### src/tester_pkg.sv
package tester_pkg;

   // bus widths
   localparam int DATA_W = 32;
   localparam int ADDR_W = 32;

   // data address bit that picks the slave
   // 0 selects internal memory, 1 selects REGFILEIF
   localparam int SEL_BIT = 16;

   // register file under test
   localparam int REGFILE_ADDR_W = 4;
   localparam int CNT_REG = 15;

   // command opcodes, the unused fourth code behaves as halt
   typedef enum logic [1:0] {
      OP_WRITE = 2'd0,
      OP_CHECK = 2'd1,
      OP_HALT  = 2'd2
   } cmd_op_t;

   // command word 0 fields
   // opcode in 31..30, byte strobe in 27..24, target address in 16..0
   localparam int OP_MSB = 31;
   localparam int STRB_MSB = 27;
   localparam int ADDR_FIELD_W = 17;

endpackage

### src/sut_regfile.sv
`timescale 1ns/10ps

module sut_regfile (
   input  logic                                  clk,
   input  logic                                  rst_n,
   input  logic                                  valid,
   input  logic [tester_pkg::REGFILE_ADDR_W-1:0] address,
   input  logic [tester_pkg::DATA_W-1:0]         wdata,
   input  logic [tester_pkg::DATA_W/8-1:0]       wstrb,
   output logic [tester_pkg::DATA_W-1:0]         rdata,
   output logic                                  ready
);

   localparam int N_BYTES = tester_pkg::DATA_W / 8;

   // registers below the counter index
   logic [tester_pkg::DATA_W-1:0] regs [tester_pkg::CNT_REG];
   logic [tester_pkg::DATA_W-1:0] wr_cnt;
   logic                          accept;
   logic                          wr_en;

   assign accept = valid && !ready;
   // counter register is read only
   assign wr_en = accept && (|wstrb) && (address != tester_pkg::CNT_REG);

   always_ff @(posedge clk) begin
      if (!rst_n) begin
         ready <= 1'b0;
         wr_cnt <= '0;
         for (int i = 0; i < tester_pkg::CNT_REG; i++) begin
            regs[i] <= '0;
         end
      end else begin
         ready <= accept;
         if (wr_en) begin
            wr_cnt <= wr_cnt + 1'b1;
            for (int b = 0; b < N_BYTES; b++) begin
               if (wstrb[b]) begin
                  regs[address][8*b +: 8] <= wdata[8*b +: 8];
               end
            end
         end
      end
   end

   always_ff @(posedge clk) begin
      if (accept) begin
         rdata <= (address == tester_pkg::CNT_REG) ? wr_cnt : regs[address];
      end
   end

   // the master still holds valid when the answer comes
   a_ready_after_valid: assert property (@(posedge clk) disable iff (!rst_n)
      ready |-> valid);

endmodule

### config.mk
export PLATFORM = sky130hd
export DESIGN_NAME = sut_regfile
export DESIGN_NICKNAME = d
export VERILOG_FILES = /design/src/tester_pkg.sv /design/src/sut_regfile.sv
export SDC_FILE = /design/constraint.sdc
export NUM_CORES = 1
export LEC_CHECK = 0
export BUFFER_PORTS_ARGS = -buffer_cell sky130_fd_sc_hd__clkbuf_2
export CORE_UTILIZATION = 56
export DETAILED_ROUTE_END_ITERATION = 10
export GPL_ROUTABILITY_DRIVEN = 1
export PLACE_DENSITY = 0.76
export SLEW_MARGIN = 20
export SYNTH_ARGS = -nofsm -noshare
export SYNTH_HDL_FRONTEND = slang
export SYNTH_SLANG_ARGS = --single-unit
### constraint.sdc
create_clock -name clk -period 2.8 [get_ports clk]
set_input_delay 0.14 -clock clk [delete_from_list [all_inputs] [get_ports clk]]
set_output_delay 0.14 -clock clk [all_outputs]
set_load 0.01 [all_outputs]
; Word-level counts from Yosys, hierarchy flattened
; Memories as Yosys holds them, arrays and structs flattened.
; Cells that the tools add are included.
[word_totals]
ff_bits = 65
ram_bits = 480
input_bits = 43
out_inout_bits = 33
elab_cells = 34
memories = 1
[mem_list]
columns = name, depth, word_bits, read_ports, rd_clocked_by_memory_dff, write_ports, line_no
row1 = regs, 15, 32, 1, 0, 15, sut_regfile.sv:17  ; logic [tester_pkg::DATA_W-1:0] regs [tester_pkg::CNT_REG];
[op_classes]
add_sub_neg = 1
eq_ne = 2
muxes = 21
reduce_logical = 6
[op_table]
columns = op, count
row1 = $mux W32, 2
row2 = $add A32 B1 Y32 const B, 1
row3 = $reduce_or A32 Y1, 1
row4 = $mux W1, 17
row5 = $mux W4, 2
row6 = $eq A4 B4 Y1 const B, 1
row7 = $ne A4 B4 Y1 const B, 1
row8 = $reduce_or A4 Y1, 1
row9 = $logic_and A1 B1 Y1, 3
row10 = $logic_not A1 Y1, 1

; Logic depth before layout (Yosys ltp)
[depth]
depth_word = 9
mapped_depth = 9
mapped_depth_nobuf = 6

; Worst setup path after synthesis
; OpenSTA, ideal clock, no wires.
[synth_path]
kind = register to register
from = reg ready
to = mem regs[14][24] (netlist bit) (enable)
setup_time_ns = 0.384
t_arrival_ns = 2.352
t_required_ns = 2.416
slack_ns = 0.064
path_stages_with_launch = 8
path_buffers = 3
synth_period_minus_slack_ns = 2.736
cell_sequence = dfxtp_1 and2b_2 and2_1 buf_2 nand3_1 buf_4 buf_4 o21ai_0
[synth_lines]
columns = element, line_no
row1 = "start, declared", sut_regfile.sv:11  ; output logic ready
row2 = "start signal, assigned", sut_regfile.sv:34  ; ready <= accept;
row3 = "end, declared", sut_regfile.sv:17

; Final worst setup path
[layout_path]
from = reg ready
to = reg wr_cnt[27] (netlist bit)
[layout_via]
elab_chain_len = 4
[layout_rtl]
columns = element, line_no
row1 = $logic_not A1 Y1, sut_regfile.sv:22  ; assign accept = valid && !ready;
row2 = $logic_and A1 B1 Y1, sut_regfile.sv:22
row3 = named net accept, sut_regfile.sv:19  ; logic accept;
row4 = $logic_and A1 B1 Y1 (2 in a row), sut_regfile.sv:24  ; assign wr_en = accept && (|wstrb) && (address != tester_pkg::CNT_REG);
row5 = "end signal, assigned", sut_regfile.sv:36  ; wr_cnt <= wr_cnt + 1'b1;
row6 = "end, declared", sut_regfile.sv:18  ; logic [tester_pkg::DATA_W-1:0] wr_cnt;
; The timed path passes the listed nets, and every way through them passes these cells.
; A chain may end at the register's enable or synchronous reset.

==> impl_metrics.ini <==
[detailed_routing]
first_pass_iters = 5
ant_nets = 0
wirelength_um = 59640
drt_iter0_markers = 1590
vias_per_cell = 6.047
vias = 15268
wl_per_cell_um = 23.62
drcViolationCount = 0

[timing]
min_period_over_period_pct = 81.45
period_needed_ns = 2.281
setup_viol = 0
tightest_slew_ns = 0.8870
relSlewSlack_pct = 40.80
setup-tns-final_ns = 0
rsz0062_at_grt = false
fmax_ghz = 0.4385
fin_skew_ns = 0.01375
drv_slew = 0
hold_violations = 0

[layout]
layout_common_cells = edfxtp_1, and2_1, buf_4
fill_cells = 3112
layout-drive-gt1-share_pct = 22.71
post-route-util_pct = 64.26
syn2layout_area_growth_pct = 12.63
multi_input_area_um2 = 8592
seq_area_um2 = 16130
n_antenna_cell = 0
mostFrequentLayoutCell = edfxtp_1
fin_nets = 1931

[worst_hold_path]
min_from = wdata[31]
hold_end = regs[15][31]$_DFFE_PP_
holdCritPathClass = in2reg
hold_depth = 1

[place]
place_congestion = 0.8355
dp_hpwl_um = 39020
numPortBuffers = 75

[floorplanning]
die_x_um = 214.7
die-area_um2 = 46100
num_rows = 77
die_y_um = 214.7
design.core.area_um2 = 44410
io_pins = 76
start_util_pct = 57.06

[global_route]
grt_usage_pct = 26.31
grt_pass1_wl_um = 91020
grt_max_degree = 106
grt_pass1_vias = 15135
overflow = 0
antenna_found_initial = 1

[cts]
cts_max_level = 2
numClockSinks = 548
clkLatencyLatePin_ns = 0.60
numCtsBuffers = 55
cts_setup_buffers = 0
hold_buffers = 0
cts.repair.resized = 0
cts_tree = yes
clockBufferDepth = 3
clockRootBuffer = clkbuf_16
clk_pin_slew_ns = 0.07

[synth]
synth_area_um2 = 25340
netlist-cell-type-count = 58
ys_ff_latch = 548
synth_edf_count = 515
syn_area_per_cell_um2 = 14.25
syn_inst = 1778
async_flop_share_pct = 0
synthFlopType = edfxtp_1
ys_warn_count = 0
seq_area_frac_synth_pct = 63.64

[worst_setup_path]
crit_path_max_fanout = 36
crit_path_end_kind = flop
reg2reg_slack_ns = 0.52
cp-start-kind = flop
ff2ff_path_depth = 6
timing.rr.start = ready$_SDFF_PN0_
worst-setup-path-type = reg2reg
cp_data_required_time_ns = 3.33
r2r_end = wr_cnt[27]$_SDFFE_PN0P_
critical_path_arrival_ns = 2.81

[flow_run]
drv_cap = 0

[power_and_ir_drop]
power.density_nw_per_um2 = 648.9
leakagePower_uw = 0.01028
peakVddDrop_uv = 440.2

[outcome]
outcome = completed
area by class of cell:
type | count | share of cell area [%]
sequential | 548 | 56.50
multi-input combinational | 1111 | 30.10
clock buffer | 71 | 5.326
timing repair buffer | 167 | 4.046
tap | 592 | 2.595
clock inverter | 32 | 1.377
inverter | 4 | 0.05261
worst max-delay path by stage:
stage	startpoint	cells after the start	slack [ns]	end
after CTS	ready$_SDFF_PN0_	6	0.53	wr_cnt[25]$_SDFFE_PN0P_
after global placement	address[3]	6	0.36	rdata[0]$_DFFE_PN_
after global routing	ready$_SDFF_PN0_	6	0.40	wr_cnt[25]$_SDFFE_PN0P_
after detailed placement	address[3]	6	0.35	rdata[0]$_DFFE_PN_
after floorplan	ready$_SDFF_PN0_	7	0.06	regs[14][24]$_SDFFCE_PN0P_
final	ready$_SDFF_PN0_	6	0.52	wr_cnt[27]$_SDFFE_PN0P_
state kept, by name, indices dropped and copies added, names as in the netlist:
name / cells
regs: 483
rdata: 32
wr_cnt: 32
ready: 1
kinds of logic after synthesis:
family	synth area share, %
adders and majority gates	0.04937
and+or+nand+nor	17.69
DFF	63.63
AOI/OAI and AO/OA	4.671
buffers and inverters	2.489
muxes	10.72
other	0.01480
xor gates and xnor gates	0.7258
metrics by stage:
step	total power, uW	cell area [um^2]	std cells	setup WS [ns]	hold WS [ns]
after global placement	10850	26630	2422	0.3589	0.4688
after detailed placement	10890	26630	2422	0.3539	0.4803
after global routing	18980	28540	2525	0.4001	0.05427
after floorplan	10350	25350	1780	0.06362	0.2389
final	18520	28540	2525	0.5194	0.05432
after CTS	18570	28540	2525	0.5308	0.04726
where the power goes:
group	leakage [uW]	internal (uW)	switching, uW
Clock	0.000933	4660	3130
Sequential	0.00547	9290	116
Combinational	0.00388	503	814
Total	0.0103	14500	4060
synthesized netlist by cell type (5+ instances only):
| master | n | area [um^2] |
|---|---|---|
| nor2_2 | 28 | 175.2 |
| mux4_2 | 87 | 1959 |
| o221ai_1 | 26 | 227.7 |
| a211oi_1 | 9 | 67.56 |
| buf_6 | 10 | 112.6 |
| nand3_1 | 19 | 95.09 |
| xor2_1 | 7 | 61.31 |
| buf_4 | 15 | 112.6 |
| xnor2_1 | 14 | 122.6 |
| nor2b_1 | 12 | 75.07 |
| clkbuf_1 | 69 | 259.0 |
| nor4_1 | 7 | 43.79 |
| mux2_2 | 46 | 518.0 |
| a21oi_1 | 17 | 85.08 |
| nor2_1 | 69 | 259.0 |
| nand2_1 | 38 | 142.6 |
| nand2b_1 | 32 | 200.2 |
| o22ai_1 | 23 | 143.9 |
| mux2i_1 | 24 | 240.2 |
| nor3_1 | 6 | 30.03 |
| edfxtp_1 | 515 | 15460 |
| nand4_1 | 9 | 56.30 |
| or3_1 | 5 | 31.28 |
| and2_1 | 483 | 3022 |
| o21ai_0 | 73 | 365.4 |
| a31oi_1 | 23 | 143.9 |
| buf_2 | 18 | 90.09 |
| dfxtp_1 | 33 | 660.6 |
worst max-delay path, cell delays in order (launching register included):
cell,delay [ns]
dfxtp_1,0.31
and2b_2,0.21
buf_4,0.47
and4_1,0.44
nand4_4,0.19
or4_1,0.43
a21oi_1,0.14
layer usage:
metal / track usage (%) / vias to the layer above / share of wire (%)
li1: - / 6808 / -
met1: 36.35 / 7645 / 40
met2: 41.98 / 709 / 48
met3: 5.251 / 106 / 9.1
met4: 8.952 / 0 / 2.9
met5: 0 / - / 0
Note: power is estimated with default switching activity, not from simulation.
